`src/nibble_pkg.sv`:
```
package nibble_pkg;

    localparam int NIBBLE_W   = 4;   // bits handled per serial step.
    localparam int NUM_STEPS  = 8;   // nibbles in one 32-bit word.
    localparam int NUM_REGS   = 16;  // RV32E-sized register file.
    localparam int REG_ADDR_W = 4;

    // major opcodes of the supported RV32I instructions.
    localparam logic [6:0] OPC_OP     = 7'b0110011;
    localparam logic [6:0] OPC_OP_IMM = 7'b0010011;
    localparam logic [6:0] OPC_LUI    = 7'b0110111;
    localparam logic [6:0] OPC_AUIPC  = 7'b0010111;

    typedef logic [NIBBLE_W-1:0]           nibble_t;
    typedef logic [NIBBLE_W*NUM_STEPS-1:0] word_t;
    typedef logic [31:0]                   instr_t;
    typedef logic [REG_ADDR_W-1:0]         reg_addr_t;
    typedef logic [$clog2(NUM_STEPS)-1:0]  step_t;

    typedef enum logic [2:0] {
        ALU_ADD,
        ALU_SUB,
        ALU_AND,
        ALU_OR,
        ALU_XOR,
        ALU_PASS_B  // used by LUI, the immediate goes straight through.
    } alu_op_t;

    typedef enum logic [1:0] {
        DEC_IDLE,
        DEC_EXEC,
        DEC_WAIT
    } dec_state_t;

endpackage

```
`src/nibble_alu.sv`:
```
`timescale 1ns/100ps

module nibble_alu import nibble_pkg::*; (
    input  alu_op_t op,
    input  nibble_t a,
    input  nibble_t b,
    input  logic    carry_in,
    output nibble_t y,
    output logic    carry_out
);

    nibble_t b_eff;
    logic [NIBBLE_W:0] sum;

    // subtraction is a + ~b with the carry forced to one on the first step.
    assign b_eff = (op == ALU_SUB) ? ~b : b;
    assign sum = {1'b0, a} + {1'b0, b_eff} + {{NIBBLE_W{1'b0}}, carry_in};

    always_comb begin
        y = sum[NIBBLE_W-1:0];
        carry_out = sum[NIBBLE_W];
        case (op)
            ALU_ADD, ALU_SUB: begin
                y = sum[NIBBLE_W-1:0];
                carry_out = sum[NIBBLE_W];  // ripples into the next nibble.
            end
            ALU_AND: begin
                y = a & b;
                carry_out = 1'b0;
            end
            ALU_OR: begin
                y = a | b;
                carry_out = 1'b0;
            end
            ALU_XOR: begin
                y = a ^ b;
                carry_out = 1'b0;
            end
            default: begin
                y = b;  // pass b for LUI.
                carry_out = 1'b0;
            end
        endcase
    end

endmodule

```
`src/nibble_regfile.sv`:
```
`timescale 1ns/100ps

module nibble_regfile import nibble_pkg::*; (
    input  logic      clk,
    input  logic      reset,
    input  step_t     step,
    input  reg_addr_t rs1,
    input  reg_addr_t rs2,
    input  reg_addr_t rd,
    input  logic      wr_en,
    input  nibble_t   wr_nib,
    output nibble_t   rs1_nib,
    output nibble_t   rs2_nib
);

    word_t regs [NUM_REGS];

    // a register is accessed one slice at a time, lowest nibble at step 0.
    assign rs1_nib = regs[rs1][step*NIBBLE_W +: NIBBLE_W];
    assign rs2_nib = regs[rs2][step*NIBBLE_W +: NIBBLE_W];

    always_ff @(posedge clk) begin
        if (reset) begin
            for (int i = 0; i < NUM_REGS; i++) begin
                regs[i] <= '0;
            end
        end else if (wr_en && (rd != '0)) begin  // x0 is never written.
            regs[rd][step*NIBBLE_W +: NIBBLE_W] <= wr_nib;
        end
    end

endmodule

```
`src/instr_decoder.sv`:
```
`timescale 1ns/100ps

module instr_decoder import nibble_pkg::*; (
    input  logic       clk,
    input  logic       reset,
    input  instr_t     instr,
    input  word_t      instr_pc,
    input  logic       in_valid,
    output logic       in_ready,
    input  logic       result_pending,
    output logic       exec,
    output logic       last_step,
    output step_t      step,
    output reg_addr_t  rs1,
    output reg_addr_t  rs2,
    output reg_addr_t  rd,
    output alu_op_t    alu_op,
    output logic       use_pc,
    output logic       use_rs2,
    output logic       wr_allow,
    output logic       illegal,
    output nibble_t    imm_nib,
    output nibble_t    pc_nib
);

    dec_state_t state;
    instr_t instr_q;
    word_t pc_q;
    word_t imm_word;
    logic accept;
    logic use_u;      // upper immediate instead of the I immediate.
    logic reads_rs1;
    logic bad_code;
    logic bad_reg;

    assign in_ready = (state != DEC_EXEC) && !result_pending;
    assign accept = in_valid && in_ready;
    assign exec = (state == DEC_EXEC);
    assign last_step = exec && (step == step_t'(NUM_STEPS - 1));

    always_ff @(posedge clk) begin
        if (reset) begin
            state <= DEC_IDLE;
            step <= '0;
        end else begin
            case (state)
                DEC_IDLE: begin
                    if (accept) begin
                        state <= DEC_EXEC;
                    end
                end
                DEC_EXEC: begin
                    step <= step + 1'b1;  // wraps back to zero after step 7.
                    if (last_step) begin
                        state <= DEC_WAIT;
                    end
                end
                default: begin
                    if (accept) begin
                        state <= DEC_EXEC;  // result just left, start the next one.
                    end else if (!result_pending) begin
                        state <= DEC_IDLE;
                    end
                end
            endcase
        end
    end

    always_ff @(posedge clk) begin
        if (accept) begin
            instr_q <= instr;
            pc_q <= instr_pc;
        end
    end

    always_comb begin
        alu_op = ALU_ADD;
        use_pc = 1'b0;
        use_rs2 = 1'b0;
        use_u = 1'b0;
        reads_rs1 = 1'b1;
        bad_code = 1'b0;
        case (instr_q[6:0])
            OPC_OP: begin
                use_rs2 = 1'b1;
                if (instr_q[31:25] == 7'b0100000 && instr_q[14:12] == 3'b000) begin
                    alu_op = ALU_SUB;
                end else if (instr_q[31:25] != 7'b0000000) begin
                    bad_code = 1'b1;
                end else begin
                    case (instr_q[14:12])
                        3'b000:  alu_op = ALU_ADD;
                        3'b100:  alu_op = ALU_XOR;
                        3'b110:  alu_op = ALU_OR;
                        3'b111:  alu_op = ALU_AND;
                        default: bad_code = 1'b1;
                    endcase
                end
            end
            OPC_OP_IMM: begin
                case (instr_q[14:12])
                    3'b000:  alu_op = ALU_ADD;
                    3'b100:  alu_op = ALU_XOR;
                    3'b110:  alu_op = ALU_OR;
                    3'b111:  alu_op = ALU_AND;
                    default: bad_code = 1'b1;  // shifts and compares are not built.
                endcase
            end
            OPC_LUI: begin
                alu_op = ALU_PASS_B;
                use_u = 1'b1;
                reads_rs1 = 1'b0;
            end
            OPC_AUIPC: begin
                use_pc = 1'b1;
                use_u = 1'b1;
                reads_rs1 = 1'b0;
            end
            default: bad_code = 1'b1;
        endcase
    end

    // x16 to x31 do not exist in the 16-entry register file.
    assign bad_reg = instr_q[11] || (reads_rs1 && instr_q[19]) || (use_rs2 && instr_q[24]);
    assign illegal = bad_code || bad_reg;
    assign wr_allow = !illegal;

    assign rd = instr_q[10:7];
    assign rs1 = instr_q[18:15];
    assign rs2 = instr_q[23:20];

    assign imm_word = use_u ? {instr_q[31:12], 12'b0} : {{20{instr_q[31]}}, instr_q[31:20]};
    assign imm_nib = imm_word[step*NIBBLE_W +: NIBBLE_W];
    assign pc_nib = pc_q[step*NIBBLE_W +: NIBBLE_W];

endmodule

```
`src/nibble_core.sv`:
```
`timescale 1ns/100ps

module nibble_core import nibble_pkg::*; (
    input  logic    clk,
    input  logic    reset,
    input  logic    exec,
    input  step_t   step,
    input  alu_op_t alu_op,
    input  logic    use_pc,
    input  logic    use_rs2,
    input  logic    wr_allow,
    input  nibble_t imm_nib,
    input  nibble_t pc_nib,
    input  nibble_t rs1_nib,
    input  nibble_t rs2_nib,
    output logic    rd_wr_en,
    output nibble_t rd_nib
);

    nibble_t alu_a;
    nibble_t alu_b;
    nibble_t alu_y;
    logic carry_q;
    logic carry_in;
    logic carry_out;

    assign alu_a = use_pc ? pc_nib : rs1_nib;    // AUIPC adds to the pc.
    assign alu_b = use_rs2 ? rs2_nib : imm_nib;

    // the first nibble starts a fresh carry chain.
    assign carry_in = (step == '0) ? (alu_op == ALU_SUB) : carry_q;

    nibble_alu alu (
        .op        (alu_op),
        .a         (alu_a),
        .b         (alu_b),
        .carry_in  (carry_in),
        .y         (alu_y),
        .carry_out (carry_out)
    );

    always_ff @(posedge clk) begin
        if (reset) begin
            carry_q <= 1'b0;
        end else if (exec) begin
            carry_q <= carry_out;  // carry into the next nibble.
        end
    end

    assign rd_wr_en = exec && wr_allow;
    assign rd_nib = wr_allow ? alu_y : '0;  // illegal instructions report zero.

endmodule

```
`src/result_collector.sv`:
```
`timescale 1ns/100ps

module result_collector import nibble_pkg::*; (
    input  logic      clk,
    input  logic      reset,
    input  logic      capture,
    input  logic      last_step,
    input  reg_addr_t rd_in,
    input  logic      illegal_in,
    input  nibble_t   nib,
    input  logic      result_ready,
    output logic      result_valid,
    output reg_addr_t result_rd,
    output word_t     result_data,
    output logic      result_illegal
);

    always_ff @(posedge clk) begin
        if (reset) begin
            result_valid <= 1'b0;
        end else if (capture && last_step) begin
            result_valid <= 1'b1;  // the last nibble lands on this edge.
        end else if (result_valid && result_ready) begin
            result_valid <= 1'b0;
        end
    end

    // nibbles enter at the top, so step 0 ends up in the low bits.
    always_ff @(posedge clk) begin
        if (capture) begin
            result_data <= {nib, result_data[$bits(word_t)-1:NIBBLE_W]};
        end
        if (capture && last_step) begin
            result_rd <= rd_in;
            result_illegal <= illegal_in;
        end
    end

endmodule

```
`src/serial_cpu_top.sv`:
```
`timescale 1ns/100ps

module serial_cpu_top import nibble_pkg::*; (
    input  logic      clk,
    input  logic      reset,
    input  instr_t    instr,
    input  word_t     instr_pc,
    input  logic      in_valid,
    output logic      in_ready,
    output logic      result_valid,
    input  logic      result_ready,
    output reg_addr_t result_rd,
    output word_t     result_data,
    output logic      result_illegal
);

    logic exec;
    logic last_step;
    step_t step;
    reg_addr_t rs1;
    reg_addr_t rs2;
    reg_addr_t rd;
    alu_op_t alu_op;
    logic use_pc;
    logic use_rs2;
    logic wr_allow;
    logic illegal;
    nibble_t imm_nib;
    nibble_t pc_nib;
    nibble_t rs1_nib;
    nibble_t rs2_nib;
    logic rd_wr_en;
    nibble_t rd_nib;

    instr_decoder decoder (
        .clk            (clk),
        .reset          (reset),
        .instr          (instr),
        .instr_pc       (instr_pc),
        .in_valid       (in_valid),
        .in_ready       (in_ready),
        .result_pending (result_valid),
        .exec           (exec),
        .last_step      (last_step),
        .step           (step),
        .rs1            (rs1),
        .rs2            (rs2),
        .rd             (rd),
        .alu_op         (alu_op),
        .use_pc         (use_pc),
        .use_rs2        (use_rs2),
        .wr_allow       (wr_allow),
        .illegal        (illegal),
        .imm_nib        (imm_nib),
        .pc_nib         (pc_nib)
    );

    nibble_core core (
        .clk      (clk),
        .reset    (reset),
        .exec     (exec),
        .step     (step),
        .alu_op   (alu_op),
        .use_pc   (use_pc),
        .use_rs2  (use_rs2),
        .wr_allow (wr_allow),
        .imm_nib  (imm_nib),
        .pc_nib   (pc_nib),
        .rs1_nib  (rs1_nib),
        .rs2_nib  (rs2_nib),
        .rd_wr_en (rd_wr_en),
        .rd_nib   (rd_nib)
    );

    nibble_regfile regfile (
        .clk     (clk),
        .reset   (reset),
        .step    (step),
        .rs1     (rs1),
        .rs2     (rs2),
        .rd      (rd),
        .wr_en   (rd_wr_en),
        .wr_nib  (rd_nib),
        .rs1_nib (rs1_nib),
        .rs2_nib (rs2_nib)
    );

    // capture follows exec, so an illegal instruction still collects zeros.
    result_collector collector (
        .clk            (clk),
        .reset          (reset),
        .capture        (exec),
        .last_step      (last_step),
        .rd_in          (rd),
        .illegal_in     (illegal),
        .nib            (rd_nib),
        .result_ready   (result_ready),
        .result_valid   (result_valid),
        .result_rd      (result_rd),
        .result_data    (result_data),
        .result_illegal (result_illegal)
    );

endmodule

```
`config.mk`:
```
export PLATFORM = sky130hd
export DESIGN_NAME = serial_cpu_top
export DESIGN_NICKNAME = d
export VERILOG_FILES = /design/src/nibble_pkg.sv /design/src/nibble_alu.sv /design/src/nibble_regfile.sv /design/src/instr_decoder.sv /design/src/nibble_core.sv /design/src/result_collector.sv /design/src/serial_cpu_top.sv
export SDC_FILE = /design/constraint.sdc
export NUM_CORES = 1
export LEC_CHECK = 0
export ABC_AREA = 1
export BUFFER_PORTS_ARGS = -buffer_cell sky130_fd_sc_hd__buf_2
export CAP_MARGIN = 20
export CORE_MARGIN = 3
export CORE_UTILIZATION = 50
export CTS_CLUSTER_DIAMETER = 50
export DETAILED_ROUTE_END_ITERATION = 16
export PLACE_DENSITY = 0.7
export SLEW_MARGIN = 10
export SYNTH_ARGS = -nofsm -noshare
export SYNTH_HDL_FRONTEND = slang
export SYNTH_SLANG_ARGS = --single-unit
```
`constraint.sdc`:
```
create_clock -name clk -period 6.9 [get_ports clk]
set_input_delay 0.345 -clock clk [delete_from_list [all_inputs] [get_ports clk]]
set_output_delay 0.345 -clock clk [all_outputs]
set_load 0.05 [all_outputs]
```
==> results.sh <==
export IMPL_max_freq_ghz=0.178
export IMPL_netlist_instances=4091
export IMPL_ctsHtreeMaxLevel=3
export IMPL_cp_end_kind="flip-flop"
export IMPL_critPathMaxStageDelay_ns=0.66
export IMPL_area_growth_pct=11.7
export IMPL_grt_pass1_vias=29700
export IMPL_setup_viol=0
export IMPL_crit_path_max_fanout=48
export IMPL_synth_edf_count=613
export IMPL_slowest_stage="dfxtp_4"
export IMPL_synth_area_um2=35600
export IMPL_crit_buf_inv=6
export IMPL_postCtsSetupRepairBufs=0
export IMPL_clock_latency_ns=0.64
export IMPL_switching_power_mw=3.09
export IMPL_routed_wl_mm=124
export IMPL_status="complete, no violations"
export IMPL_drv_cap=0
export IMPL_fin_crit_ns=5.62
export IMPL_dp_hpwl_mm=76.2
export IMPL_r2r_cells=26
export IMPL_pin_count=107
export IMPL_drc_errors=0
export IMPL_combPwrFrac_pct=17.8
export IMPL_cp_arrival_ns=5.96
export IMPL_ys_seq_area_share_pct=52.6
export IMPL_min_from="reset"
export IMPL_cts_max_path_buffers=3
export IMPL_grt_setup_unrepaired="no"
export IMPL_p_clk_share_pct=38.4
export IMPL_die_x_um=273
export IMPL_synth_cell_types=56
export IMPL_synthMuxAreaShare_pct=0.113
export IMPL_numCtsBuffers=73
export IMPL_hp_class="in -> reg"
export IMPL_drt_iter0_drc=5262
export IMPL_firstDrtPassIters=6
export IMPL_p_seq_share_pct=43.8
export IMPL_coreArea_um2=70300
export IMPL_multi_input_area_um2=14800
export IMPL_whs_path_depth=2
export IMPL_synth_simple_area_share_pct=31.4
export IMPL_p_per_area_nw_per_um2=256
export IMPL_grt_overflow=0
export IMPL_grt_pass1_wl_mm=185
export IMPL_power_mw=10.2
export IMPL_synthArstFlopShare_pct=0
export IMPL_num_vias=32500
export IMPL_holdPathEnd="regfile.regs[0][29]$_SDFFCE_PN0P_"
export IMPL_worstSetupPathType="reg -> reg"
export IMPL_timing_hold_violations_final=0
export IMPL_numClockSinks=628
export IMPL_fin_nets=4183
export IMPL_die_area_um2=74300
export IMPL_grt_usage_pct=32.7
export IMPL_die_height_um=273
export IMPL_post_synth_fa_ha_maj_area_fraction_pct=0.676
export IMPL_antenna_found_initial=4
export IMPL_vias_per_cell=6.37
export IMPL_worst_slew_pin_slew_ns=1.11
export IMPL_drive_above_1_share_pct=11.9
export IMPL_synth_flop_cell="edfxtp_1"
export IMPL_relSlewSlack_pct=25.8
export IMPL_worst_r2r_setup_slack_ns=1.28
export IMPL_yosysWarnings=0
export IMPL_cts_root_buf="clkbuf_16"
export IMPL_fin_skew_ns=0.0237
export IMPL_wl_per_cell_um=24.4
export IMPL_cts_tree="built"
export IMPL_crit_top_cell="nand3_1"
export IMPL_r2r_end="regfile.regs[11][14]$_SDFFCE_PN0P_"
export IMPL_regArea_um2=18700
export IMPL_syn_avg_cell_area_um2=8.69
export IMPL_initial_core_util_pct=50.6
export IMPL_whs_ns=0.256
export IMPL_intPower_mw=7.10
export IMPL_synth_compound_area_share_pct=8.84
export IMPL_max_vdd_ir_drop_v=0.000173
export IMPL_power_leakage_nw=14.5
export IMPL_fin_tns_setup_ns=0
export IMPL_rows=97
export IMPL_portBuffers=106
export IMPL_fillerInstances=6061
export IMPL_ys_ff_latch=628
export IMPL_slew_viol_final=0
export IMPL_critical_path_required_ns=7.24
export IMPL_synthXorXnorAreaFrac_pct=0.148
export IMPL_grt_max_degree=172
export IMPL_gp_congestion=1.04
export IMPL_period_share_pct=81.4
export IMPL_clk_pin_slew_ns=0.06
export IMPL_swShare_pct=30.3
export IMPL_cp_top_family="simple AND/OR/NAND/NOR gates"
export IMPL_crit_path_start_kind="flip-flop"
export IMPL_synth_top_family_by_area="simple AND/OR/NAND/NOR gates"
export IMPL_antenna_left=0
cells in the mapped netlist, types with 3 or more instances:
cell | n | area [um^2]
a21oi_1 | 99 | 495
a22oi_1 | 3 | 22.5
buf_1 | 28 | 105
buf_2 | 86 | 430
buf_4 | 27 | 203
buf_6 | 13 | 146
clkbuf_1 | 203 | 762
clkinv_1 | 5 | 18.8
dfxtp_1 | 15 | 300
edfxtp_1 | 613 | 18400
ha_1 | 16 | 200
inv_1 | 125 | 469
inv_2 | 10 | 37.5
mux2i_1 | 4 | 40.0
nand2_1 | 1002 | 3760
nand2_2 | 12 | 75.1
nand2_4 | 13 | 146
nand3_1 | 565 | 2830
nand3b_1 | 4 | 30.0
nand4_1 | 34 | 213
nor2_1 | 356 | 1340
nor2_4 | 5 | 56.3
nor2_8 | 3 | 60.1
nor3_1 | 289 | 1450
nor3_2 | 109 | 1090
o211ai_1 | 73 | 548
o21ai_0 | 256 | 1280
o21ai_1 | 4 | 20.0
o221ai_1 | 52 | 455
o22ai_1 | 30 | 188
xor2_1 | 4 | 35.0
through the flow:
step / instances / util [%] / instance area, um^2 / setup slack [ns]
after global placement: 4897 / 52.2 / 36700 / 1.50
after floorplan: 4122 / - / 35700 / 1.54
after CTS: 5096 / 56.5 / 39700 / 1.44
after global routing: 5096 / 56.5 / 39700 / 0.966
final: 5097 / 56.5 / 39700 / 1.28
after detailed placement: 4897 / 52.2 / 36700 / 1.44
kinds of logic (layout without fill, tap and decap cells):
| family | after synthesis | after routing |
|---|---|---|
| other | 1 | 33 |
| flip-flops | 628 | 628 |
| multiplexers | 4 | 4 |
| adder cells (fa/ha/maj) | 18 | 18 |
| AO/OA/AOI/OAI | 531 | 531 |
| AND/OR/NAND/NOR | 2404 | 2404 |
| XOR/XNOR | 6 | 6 |
| buffers and inverters | 499 | 533 |
what timing repair did:
action / in CTS / in global routing
hold buffers: 65 / 0
hold endpoints to repair: 71 / 0
resized for setup: 0 / 0
sequential cells by signal, indices dropped and copies added (netlist names), named ones only:
signal	cells
collector.result_data	32
collector.result_illegal	1
collector.result_rd	4
collector.result_valid	1
core.carry_q	1
decoder.instr_q	32
decoder.pc_q	32
decoder.state	2
decoder.step	3
regfile.regs	512
final cells by class:
type                            instances  share of cell area (%)
Timing Repair Buffer                  257                    5.07
Clock inverter                         45                    1.23
Sequential cell                       628                    47.2
Antenna cell                            1                 0.00630
Tap cell                              940                    2.96
Clock buffer                           89                    4.80
Multi-Input combinational cell       2995                    37.3
Inverter                              142                    1.42
worst register-to-register path, delay by kind of cell (launching register included):
kind / cells / cell delay [ns]
buffers and inverters: 6 / 1.46
xor gates and xnor gates: 2 / 0.42
and+or+nand+nor: 16 / 2.16
DFF: 1 / 0.66
adders and majority gates: 2 / 0.65
power groups by stage:
stage / Clock, mW / Combinational (mW) / Sequential (mW)
after floorplan: 0 / 1.16 / 4.50
after global placement: 0 / 1.71 / 4.53
after detailed placement: 0 / 1.71 / 4.53
after CTS: 3.91 / 1.75 / 4.45
after global routing: 4.06 / 1.94 / 4.47
final: 3.91 / 1.81 / 4.46
metal layers:
layer  up-vias  part of all wire, %  global-route usage [%]  wire length (um)
li1      14400                    -                       -                 -
met1     15100                   37                    44.6             46500
met2      2548                   43                    48.4             53400
met3       421                   14                    7.95             17100
met4         6                  5.7                    17.4              7100
met5         -                0.035                       0                44
cells in the final DEF, fill, tap and decap left out, types with 73 or more instances in the layout:
cell	n
edfxtp_1	613
nor2_1	348
o211ai_1	73
o21ai_0	256
nor3_1	288
a21oi_1	99
inv_1	121
clkbuf_16	74
nand2_1	999
nor3_2	110
buf_2	106
nand3_1	564
worst max path at each step:
stage | from | to | depth (start not counted)
detailed placement | flip-flop | regfile.regs[12][6]$_SDFFCE_PN0P_ | 26
global placement | decoder.instr_q[6]$_DFFE_PP_ | regfile.regs[15][5]$_SDFFCE_PN0P_ | 25
floorplan | decoder.state[0]$_SDFFE_PP0P_ | decoder.instr_q[0]$_DFFE_PP_ | 5
finish | flip-flop | regfile.regs[11][14]$_SDFFCE_PN0P_ | 26
global route | flip-flop | regfile.regs[8][6]$_SDFFCE_PN0P_ | 26
CTS | flip-flop | regfile.regs[12][6]$_SDFFCE_PN0P_ | 26
Note: power is estimated with default switching activity, not from simulation.
